==> config.mk <==
export PLATFORM = sky130hd
export DESIGN_NAME = dcache_req_buf
export DESIGN_NICKNAME = d
export VERILOG_FILES = /design/src/dcache_pkg.sv /design/src/dcache_req_buf.sv
export SDC_FILE = /design/constraint.sdc
export NUM_CORES = 1
export LEC_CHECK = 0
export BUFFER_PORTS_ARGS = -buffer_cell sky130_fd_sc_hd__buf_2
export CAP_MARGIN = 0
export CELL_PAD_IN_SITES_DETAIL_PLACEMENT = 1
export CELL_PAD_IN_SITES_GLOBAL_PLACEMENT = 2
export CORE_ASPECT_RATIO = 0.75
export CORE_UTILIZATION = 24
export DETAILED_ROUTE_END_ITERATION = 16
export PLACE_DENSITY = 0.76
export SYNTH_ARGS = -nofsm -noshare
export SYNTH_HDL_FRONTEND = slang
export SYNTH_SLANG_ARGS = --single-unit
export TNS_END_PERCENT = 30
==> constraint.sdc <==
create_clock -name clk -period 0.8 [get_ports clk]
set_input_delay 0.08 -clock clk [delete_from_list [all_inputs] [get_ports clk]]
set_output_delay 0.08 -clock clk [all_outputs]
set_load 0.005 [all_outputs]
==> src/dcache_pkg.sv <==
package dcache_pkg;

    //////////////////////////////////////////////////////////////////////
    // geometry defaults
    //////////////////////////////////////////////////////////////////////

    // set index bits
    localparam int index_width_def = 4;
    // word offset bits inside a line, four words per line
    localparam int offset_width_def = 2;
    // two ways, the lru bit and hit logic assume this
    localparam int way_num = 2;
    // remaining address bits above index, offset and byte select
    localparam int tag_width_def = 32 - index_width_def - offset_width_def - 2;

    //////////////////////////////////////////////////////////////////////
    // payload types
    //////////////////////////////////////////////////////////////////////

    typedef logic [31:0] word_t;

    // one tag array entry
    typedef struct packed {
        logic                     valid;
        logic [tag_width_def-1:0] tag;
    } tag_entry_t;

    // full cache line, word 0 in the low bits
    typedef word_t [2**offset_width_def-1:0] line_t;

endpackage

==> src/dcache_req_buf.sv <==
`timescale 1ns/1ps

module dcache_req_buf #(
    parameter int index_width  = dcache_pkg::index_width_def,
    parameter int offset_width = dcache_pkg::offset_width_def
) (
    input  logic                clk,
    input  logic                rstn,
    input  logic                buf_we,
    input  dcache_pkg::word_t   addr,
    input  dcache_pkg::word_t   wdata,
    input  logic [3:0]          wstrb,
    input  logic                we,
    output dcache_pkg::word_t   buf_addr,
    output dcache_pkg::word_t   buf_wdata,
    output logic [3:0]          buf_wstrb,
    output logic                buf_we_op
);

    localparam int tag_width = 32 - index_width - offset_width - 2;

    logic [tag_width-1:0]    tag_q;
    logic [index_width-1:0]  index_q;
    logic [offset_width-1:0] offset_q;

    // address kept as fields, byte select dropped since accesses are full words
    always_ff @(posedge clk) begin
        if (buf_we) begin
            tag_q     <= addr[31 -: tag_width];
            index_q   <= addr[offset_width+2 +: index_width];
            offset_q  <= addr[2 +: offset_width];
            buf_wdata <= wdata;
            buf_wstrb <= wstrb;
        end
    end

    always_ff @(posedge clk or negedge rstn) begin
        if (!rstn) begin
            buf_we_op <= 1'b0;
        end else if (buf_we) begin
            buf_we_op <= we;
        end
    end

    assign buf_addr = {tag_q, index_q, offset_q, 2'b00};

endmodule

# After elaboration in Yosys (flattened, before gate mapping)
# Cells that the tools add are included.
totals:
  reg_bits: 67
  in_bits: 72

# Logic depth before layout (Yosys ltp)
# Gate-level depths: netlist of run 1.
logic_depth:
  ltp_word: 0
  ltp_mapped: 1
  mapped_depth_nobuf: 1

# Worst setup path after synthesis of run 1
# Ideal clock, no wire load.
synth_timing:
  path_kind: "register to register"
  startpoint: "register, netlist name buf_we_op"
  endpoint: "register buf_we_op"
  t_arrival_ns: 0.623
  t_required_ns: 0.675
  setup_slack_ns: 0.052
  path_stages_with_launch: 2
  n_path_buf: 0
  period_less_slack_ns: 0.748
  cell_sequence: "dfrtp_1 mux2_4"
synth_lines:
  columns: ["item", "line", "text"]
  rows:
  - ["end signal: assignment", "dcache_req_buf.sv:41", "buf_we_op <= we;"]
  - ["end: declaration", "dcache_req_buf.sv:17", "output logic buf_we_op"]

# Final worst setup path of run 1
layout_timing:
  startpoint: "register tag_q[1]"
  endpoint: "output buf_addr[9]"
layout_lines:
  columns: ["item", "line", "text"]
  rows:
  - ["start: declaration", "dcache_req_buf.sv:22", "logic [tag_width-1:0] tag_q;"]
  - ["start signal: assignment", "dcache_req_buf.sv:29", "tag_q <= addr[31 -: tag_width];"]
  - ["end: declaration", "dcache_req_buf.sv:14", "output dcache_pkg::word_t buf_addr,"]
# No word-level cell between the ends.

==> reports/results.ini, run 1 <==
[worst_setup_path]
path_class=reg -> out
crit_chain=buf_2
cp-start-kind=flop
cp_slowest_cell=edfxtp_1
crit_path_end_kind=output port
path_max_fanout=1
cp.required_ns=0.72
cp_num_buf_inv=1
cp.arrival_ns=0.84
crit_path_max_incr_delay_ns=0.38
critPathTopFamily=flip-flops

[synthesis]
yosys.cell_types.count=5
synth_top_family_by_area=buffers and inverters
synth-xor-area-share=0
muxShareOfSynthArea=0.007357
yosys_warnings=0
synthSimpleGateAreaFrac=0
synth-compound-area-share=0
yosys_register_bits=67
netlist_instances=71
syn-mean-instance-area_um2=28.74
ys_seq_area_frac=0.9834
synth.cell_area_mm2=0.002041
synth_adder_area_share=0

[drt]
dr.pass1.iters=3
drc=0
finalWirelength_mm=5.530
ant_nets=0
drt_iter0_drc=32
avgViaCountPerCell=3.844
avgRoutedWirePerCell_um=13.89
num_vias=1530

[finish]
ff_latch_area_mm2=0.002007
layout.nets=361
drive_gt1_frac=0.5188
fillCellCount=816
diodes=0
multiInputGateArea_um2=22.52
area_growth_pct=88.78

[run]
maxCapViolations=0

[grt]
gr-total-overflow=0
grt_pass1_vias=1716
grt_max_degree=33
grt_pass1_wl_mm=8.045
grt_usage=0.1270
antenna_found_initial=0

[clock_network]
cts-root-buf=clkbuf_16
cts_buffers=9
tritoncts=done
htree_levels=3
cts_sinks=67
max-clock-path-buffers=2
clk_pin_slew_ns=0.05
worstSkewPairLatency_ns=0.31

[floorplan]
die_h_um=81.86
die_w_um=108.5
num_rows=28
initial_core_util=0.2533
coreArea_mm2=0.008058
io-pin-count=141
fp.dieArea_mm2=0.008879

[placement]
place_congestion=0.6596
place_ws_ns=-0.02118
hpwl_mm=3.409
port_buffers=136

[pwr]
vdd_drop_max_v=0.0009117
p_leak_nw=1.654
p_per_area_mw_per_mm2=2271

[sta]
fin_skew_ns=0
finalSetupTns_ns=-5.932
fin_ws_ns=-0.1226
rsz0062_at_grt=true
report.final.slew_viol_count=0
finalHoldViolCount=0
period_share=1.153
period_minus_slack_ns=0.9226
fmax_mhz=1084
setup_viol=68

[outcome]
status=finished, violations left
violations=setup timing

[worst_hold_path]
hold_class=in -> async

[path summary, 6_finish.rpt]
check / startpoint / end / slack, ns / depth (start not counted)
max reg2reg: buf_we_op / buf_we_op / -0.07 / 2
min in group clk: buf_we / buf_we_op / 0.15 / 2
max in group asynchronous: rstn / buf_we_op / 0.65 / 2
max: tag_q[1] / buf_addr[9] / -0.12 / 1
min: rstn / buf_we_op / 0.07 / 2
min reg2reg: buf_we_op / buf_we_op / 0.60 / 2
[power by group]
group / switching, W / leakage (nW) / internal [W]
clock: 0.00129 / 0.134 / 0.00237
combinational: 0.000317 / 0.862 / 0.000537
sequential: 0.0000670 / 0.658 / 0.00417
total: 0.00167 / 1.65 / 0.00707
[sequential cells by signal, indices dropped and copies added, names as in the netlist]
register	count
index_q	4
tag_q	24
offset_q	2
buf_wstrb	4
buf_wdata	32
buf_we_op	1
[per-layer routing]
layer  vias to the layer above  GRT usage  wire length (um)
li1                        717          -                 -
met5                         -          0                 0
met2                        94     0.2222              2815
met3                        10    0.06270               582
met1                       709     0.1276              2058
met4                         0    0.06081                73
[layout make-up]
type / instances / share of cell area
sequential: 67 / 0.5209
tap: 105 / 0.03410
multi-input combinational: 3 / 0.005846
timing repair buffer: 208 / 0.3677
clock inverter: 4 / 0.01104
clock buffer: 11 / 0.06041
[logic make-up after synthesis]
| group | Yosys count |
|---|---|
| buffers and inverters | 2 |
| flip-flops | 67 |
| multiplexers | 1 |
| other | 1 |
[what timing repair did]
action                                 CTS  global route
setup endpoints to repair               67            68
buffers inserted                         1             0
hold buffers                            68             0
resized for setup                        0             0
endpoints found under the hold margin   68             0
[synthesized netlist by cell type, drive strengths merged]
cell,instances,share of area
buf,2,0.0074
conb,1,0.0018
dfrtp,1,0.012
edfxtp,66,0.97
mux2,1,0.0074
[per-stage QoR]
step	total power (W)	cell area, um^2	hold WS, ns	cells	utilization
final	0.008748	3852	0.06754	398	0.4781
after global placement	0.004862	2889	-0.1425	314	0.3585
after floorplan	0.004371	2044	-0.2156	72	-
after detailed placement	0.004896	2889	-0.1395	314	0.3585
after CTS	0.008881	3852	0.05746	398	0.4781
after global routing	0.009122	3852	0.06326	398	0.4781
[layout by cell type, fill, tap and decap left out]
| cell type | synthesis | final |
|---|---|---|
| bufinv_16 | 0 | 1 |
| clkbuf_16 | 0 | 9 |
| buf_2 | 0 | 136 |
| dlygate4sd3_1 | 0 | 68 |
| clkinv_1 | 0 | 2 |
| buf_12 | 0 | 2 |
| clkinv_2 | 0 | 1 |
| clkbuf_1 | 0 | 2 |
| conb_1 | 1 | 2 |
| buf_4 | 2 | 2 |
| mux2_4 | 1 | 1 |
| dfrtp_1 | 1 | 1 |
| edfxtp_1 | 66 | 66 |
No activity file was read; power rests on OpenSTA's default activity.
==> run 2: changes to the inputs <==
--- a/config.mk
+++ b/config.mk
@@ -5,6 +5,7 @@
 export SDC_FILE = /design/constraint.sdc
 export NUM_CORES = 1
 export LEC_CHECK = 0
+export ABC_CLOCK_PERIOD_IN_PS = 800
 export BUFFER_PORTS_ARGS = -buffer_cell sky130_fd_sc_hd__buf_2
 export CAP_MARGIN = 0
 export CELL_PAD_IN_SITES_DETAIL_PLACEMENT = 1
@@ -12,6 +13,7 @@
 export CORE_ASPECT_RATIO = 0.75
 export CORE_UTILIZATION = 24
 export DETAILED_ROUTE_END_ITERATION = 16
+export GPL_TIMING_DRIVEN = 0
 export PLACE_DENSITY = 0.76
 export SYNTH_ARGS = -nofsm -noshare
 export SYNTH_HDL_FRONTEND = slang
==> reports/results.ini, run 2 (synthesized netlist as in run 1, its figures left out) <==
[drt]
finalWirelength_mm=5.451  ; was 5.530 mm
drc=0  ; unchanged
avgRoutedWirePerCell_um=13.73  ; was 13.89 um
dr.pass1.iters=4  ; was 3
avgViaCountPerCell=3.836  ; was 3.844
drt_iter0_drc=34  ; was 32
ant_nets=0  ; unchanged
num_vias=1523  ; was 1530

[sta]
period_share=1.148  ; was 1.153
period_minus_slack_ns=0.9185  ; was 0.9226 ns
rsz0062_at_grt=true  ; unchanged
fin_skew_ns=0  ; unchanged
report.final.slew_viol_count=0  ; unchanged
finalHoldViolCount=0  ; unchanged
fmax_mhz=1089  ; was 1084 MHz
fin_ws_ns=-0.1185  ; was -0.1226 ns
finalHoldWorstSlack_ns=0.06812  ; was 0.06754 ns
maxSlewHeadroom=0.5976
finalSetupTns_ns=-6.023  ; was -5.932 ns
setup_viol=68  ; unchanged
worst-slew-pin-transition_ns=0.6037

[outcome]
status=finished, violations left  ; unchanged
violations=setup timing  ; unchanged

[clock_network]
cts-root-buf=clkbuf_16  ; unchanged
cts_buffers=9  ; unchanged
clk_pin_slew_ns=0.06  ; was 0.05 ns
htree_levels=3  ; unchanged
max-clock-path-buffers=2  ; unchanged
cts_sinks=67  ; unchanged
tritoncts=done  ; unchanged
worstSkewPairLatency_ns=0.32  ; was 0.31 ns

[pwr]
p_leak_nw=1.645  ; was 1.654 nW
power.total_w=0.008798  ; was 0.008748 W
vdd_drop_max_v=0.0009951  ; was 0.0009117 V
p_per_area_mw_per_mm2=2294  ; was 2271 mW/mm^2

[finish]
multiInputGateArea_um2=22.52  ; unchanged
layout_commonest_cell=buf_2  ; unchanged
largest_reg_flops=32  ; unchanged
top_regs=buf_wdata (32), tag_q (24)  ; unchanged
fillCellCount=826  ; was 816
layout_common_cells=buf_2 (135), dlygate4sd3_1 (68), edfxtp_1 (66), clkbuf_16 (9), buf_4 (3)  ; was buf_2 (136), dlygate4sd3_1 (68), edfxtp_1 (66), clkbuf_16 (9)
area_growth_pct=87.92  ; was 88.78%
top_register=buf_wdata  ; unchanged
drive_gt1_frac=0.5240  ; was 0.5188
diodes=0  ; unchanged
ff_latch_area_mm2=0.002007  ; unchanged
layout.nets=360  ; was 361

[run]
maxCapViolations=0  ; unchanged

[floorplan]
io-pin-count=141  ; unchanged
initial_core_util=0.2533  ; unchanged
coreArea_mm2=0.008058  ; unchanged
die_w_um=108.5  ; unchanged
die_h_um=81.86  ; unchanged
num_rows=28  ; unchanged
fp.dieArea_mm2=0.008879  ; unchanged

[worst_setup_path]
cp_num_buf_inv=1  ; unchanged
critPathTopFamily=flip-flops  ; unchanged
cp-start-kind=flop  ; unchanged
path_class=reg -> out  ; unchanged
cp.arrival_ns=0.84  ; about the same
cp.required_ns=0.72  ; about the same
crit_path_max_incr_delay_ns=0.37  ; was 0.38 ns
cp_slowest_cell=edfxtp_1  ; unchanged
path_max_fanout=1  ; unchanged
crit_chain=buf_2  ; unchanged
crit_path_end_kind=output port  ; unchanged

[grt]
grt_usage=0.1248  ; was 0.1270
grt_max_degree=68  ; was 33
antenna_found_initial=0  ; unchanged
grt_pass1_wl_mm=7.928  ; was 8.045 mm
grt_pass1_vias=1669  ; was 1716
gr-total-overflow=0  ; unchanged

[placement]
place_congestion=0.6398  ; was 0.6596
port_buffers=136  ; unchanged
place_ws_ns=-0.8974  ; was -0.02118 ns

[worst_hold_path]
hold_class=in -> async  ; unchanged

## run 2: cell types whose count changed in the layout (fill, tap and decap cells not counted), sizes merged
| cell | previous run | this run |
|---|---|---|
| buf | 140 | 139 |
| clkbuf | 11 | 10 |
| clkinvlp | 0 | 1 |
## run 2: through the flow
| stage | util | instance area [um^2] | std cells |
|---|---|---|---|
| final | 0.4759 | 3835 | 397 |
| after global routing | 0.4759 | 3835 | 397 |
| after CTS | 0.4750 | 3827 | 396 |
| after detailed placement | 0.3545 | 2856 | 313 |
| after global placement | 0.3545 | 2856 | 313 |
| after floorplan | - | 2044 | 72 |
## run 2: final timing paths
check                        startpoint             to  slack, ns  depth (start not counted)
max                        buf_wdata[5]   buf_wdata[5]      -0.12                          1
min                                rstn      buf_we_op       0.07                          2
max reg2reg                   buf_we_op      buf_we_op      -0.07                          2
min reg2reg                   buf_we_op      buf_we_op       0.60                          2
max in group asynchronous          rstn      buf_we_op       0.65                          2
min in group clk                 buf_we  buf_wdata[31]       0.26                          1
## run 2: cell type report
type,instances,area share
Buffer,2,0.003915
Clock buffer,10,0.05971
Clock inverter,5,0.01436
Multi-Input combinational cell,3,0.005873
Sequential cell,67,0.5233
Tap cell,105,0.03426
Timing Repair Buffer,205,0.3586
## run 2: per-layer routing
metal  vias to the layer above  global-route usage  routed length, um
li1                        718                   -                  -
met3                        10             0.06190                651
met2                       100              0.2114               2626
met1                       695              0.1316               2083
met4                         0             0.05676                 89
met5                         -                   0                  0
## run 2: power breakdown
| part | switching, W | leakage, nW | internal [W] |
|---|---|---|---|
| combinational | 0.000313 | 0.852 | 0.000524 |
| sequential | 0.0000627 | 0.658 | 0.00417 |
| clock | 0.00135 | 0.136 | 0.00238 |
## run 2: what timing repair did
item | CTS | global route
buffers inserted | 0 | 1
hold buffers | 68 | 0
endpoints found under the hold margin | 68 | 0
setup endpoints to repair | 134 | 67
resized for setup | 2 | 0
pin swaps | 0 | 0
==> run 3: changes to the inputs <==
==> config.mk (replaced) <==
export PLATFORM = sky130hd
export DESIGN_NAME = dcache_req_buf
export DESIGN_NICKNAME = d
export VERILOG_FILES = /design/src/dcache_pkg.sv /design/src/dcache_req_buf.sv
export SDC_FILE = /design/constraint.sdc
export NUM_CORES = 1
export LEC_CHECK = 0
export ABC_CLOCK_PERIOD_IN_PS = 800
export CAP_MARGIN = 0
export CELL_PAD_IN_SITES_DETAIL_PLACEMENT = 1
export CELL_PAD_IN_SITES_GLOBAL_PLACEMENT = 1
export CORE_ASPECT_RATIO = 0.75
export CORE_UTILIZATION = 30
export DETAILED_ROUTE_END_ITERATION = 16
export DONT_BUFFER_PORTS = 1
export PLACE_DENSITY = 0.55
export SYNTH_ARGS = -nofsm -noshare
export SYNTH_HDL_FRONTEND = slang
export SYNTH_SLANG_ARGS = --single-unit
export TNS_END_PERCENT = 30
==> reports/results.ini, run 3 (synthesized netlist as in run 1, its figures left out) <==
[clock_network]
tritoncts=done  ; unchanged
cts_setup_buffers=0  ; unchanged
max-clock-path-buffers=2  ; unchanged
clk_pin_slew_ns=0.06  ; about the same
cts_buffers=9  ; unchanged
htree_levels=3  ; unchanged
cts_sinks=67  ; unchanged
cts-root-buf=clkbuf_8  ; was clkbuf_16
cts_hold_buf=69  ; was 68
worstSkewPairLatency_ns=0.32  ; about the same

[worst_setup_path]
critPathTopFamily=flip-flops  ; unchanged
cp-start-kind=flop  ; unchanged
crit_chain=buf_6  ; was buf_2
path_max_fanout=2  ; was 1
rrSetupSlack_ns=0.02  ; was -0.07 ns
crit_path_max_incr_delay_ns=0.40  ; was 0.37 ns
r2r_end=buf_we_op  ; unchanged
cp.required_ns=0.72  ; about the same
r2r_cells=1  ; was 2
cp_num_buf_inv=1  ; unchanged
cp_slowest_cell=dfrtp_1  ; was edfxtp_1
cp.arrival_ns=0.85  ; was 0.84 ns
crit_path_end_kind=output port  ; unchanged
path_class=reg -> out  ; unchanged
r2r_start=buf_we_op  ; unchanged

[finish]
top_regs=buf_wdata (32), tag_q (24)  ; unchanged
top_register=buf_wdata  ; unchanged
area_growth_pct=46.84  ; was 87.92%
fin_area_mm2=0.002997  ; was 0.003835 mm^2
layout_commonest_cell=dlygate4sd3_1  ; was buf_2
layoutNonFillerInstCount=237  ; was 397
layout.nets=223  ; was 360
largest_reg_flops=32  ; unchanged
drive_gt1_frac=0.09615  ; was 0.5240
layout_common_cells=dlygate4sd3_1 (69), edfxtp_1 (66), clkbuf_8 (10), clkbuf_1 (3), clkinv_2 (3)  ; was buf_2 (135), dlygate4sd3_1 (68), edfxtp_1 (66), clkbuf_16 (9), buf_4 (3)
diodes=0  ; unchanged

[worst_hold_path]
hold-path-cell-count=0
hold_class=in -> reg  ; was in -> async
min_from=buf_we
worstHoldEndpoint=buf_wdata[21]

[sta]
period_minus_slack_ns=0.9254  ; was 0.9185 ns
report.final.slew_viol_count=0  ; unchanged
finalHoldViolCount=67  ; was 0
fin_skew_ns=0  ; unchanged
rsz0062_at_grt=true  ; unchanged
fmax_mhz=1081  ; was 1089 MHz
fin_ws_ns=-0.1254  ; was -0.1185 ns
finalHoldWorstSlack_ns=-0.1366  ; was 0.06812 ns
period_share=1.157  ; was 1.148
setup_viol=36  ; was 68

[floorplan]
die_h_um=73.43  ; was 81.86 um
fp.dieArea_mm2=0.007139  ; was 0.008879 mm^2
initial_core_util=0.3167  ; was 0.2533
coreArea_mm2=0.006444  ; was 0.008058 mm^2
num_rows=25  ; was 28
die_w_um=97.24  ; was 108.5 um
io-pin-count=141  ; unchanged

[grt]
grt_max_degree=68  ; unchanged
gr-total-overflow=0  ; unchanged
grt_pass1_vias=1082  ; was 1669
grt_usage=0.1248  ; about the same
grt_pass1_wl_mm=6.203  ; was 7.928 mm
antenna_found_initial=0  ; unchanged

[placement]
hpwl_mm=2.526
port_buffers=0  ; was 136
place_inst=152  ; was 313
place_congestion=0.6147  ; was 0.6398
dpl-instance-area_mm2=0.002138  ; was 0.002856 mm^2

[pwr]
p_per_area_mw_per_mm2=2318  ; was 2294 mW/mm^2
vdd_drop_max_v=0.001014  ; was 0.0009951 V
p_leak_nw=1.054  ; was 1.645 nW

[drt]
finalWirelength_mm=4.322  ; was 5.451 mm
dr.pass1.iters=4  ; unchanged
drc=0  ; unchanged
ant_nets=0  ; unchanged
avgRoutedWirePerCell_um=18.24  ; was 13.73 um
num_vias=1007  ; was 1523
drt_iter0_drc=23  ; was 34
avgViaCountPerCell=4.249  ; was 3.836

[outcome]
status=finished, violations left  ; unchanged
violations=hold timing, setup timing  ; was setup timing

[run]
maxCapViolations=0  ; unchanged

-- run 3: cell types whose count changed in the layout (fill, tap and decap cells not counted), moves of 2 or more --
cell | before | now
clkinv_2 | 1 | 3
clkbuf_1 | 1 | 3
clkbuf_8 | 0 | 10
buf_4 | 3 | 0
clkbuf_16 | 9 | 0
buf_2 | 135 | 0
-- run 3: layer usage --
metal	wire length [um]	GRT usage	vias up
li1	-	-	439
met1	1562	0.1205	468
met2	2035	0.1956	95
met3	673	0.1094	5
met4	51	0.04412	0
met5	0	0	-
-- run 3: power breakdown --
group	internal [W]	switching, W
clock	0.00120	0.00111
sequential	0.00418	0.000157
combinational	0.000240	0.0000620
-- run 3: worst max path at each step --
stage                      to  cells after the start  slack (ns)      start
global route        buf_we_op                      1       -0.18  buf_we_op
CTS                 buf_we_op                      1       -0.14  buf_we_op
finish              buf_we_op                      1       -0.13  buf_we_op
global placement    buf_we_op                      1        0.06  buf_we_op
floorplan           buf_we_op                      1        0.05  buf_we_op
detailed placement  buf_we_op                      1        0.05  buf_we_op
-- run 3: timing repair --
action,in CTS,in global routing
hold endpoints to repair,134,67
resized for setup,1,0
endpoints found under the setup margin,67,68
-- run 3: through the flow --
stage / setup TNS [ns] / total power (W) / hold slack (ns) / utilization / setup WS [ns]
6_report: -0.4534 / 0.006947 / -0.1366 / 0.4650 / -0.1254
5_1_grt: -3.320 / 0.007258 / -0.1711 / 0.4650 / -0.1782
4_1_cts: -1.942 / 0.007038 / -0.1607 / 0.4650 / -0.1436
3_5_place_dp: 0 / 0.004427 / -0.2156 / 0.3318 / 0.04969
3_3_place_gp: 0 / 0.004422 / -0.2155 / 0.3318 / 0.05957
2_1_floorplan: 0 / 0.004371 / -0.2156 / - / 0.05170
-- run 3: layout make-up --
| type | count | area [um^2] |
|---|---|---|
| sequential | 67 | 2007 |
| clock inverter | 3 | 15.01 |
| multi-input combinational | 3 | 22.52 |
| clock buffer | 13 | 148.9 |
| tap | 81 | 101.3 |
| timing repair buffer | 70 | 701.9 |
| fill | 623 | 3447 |
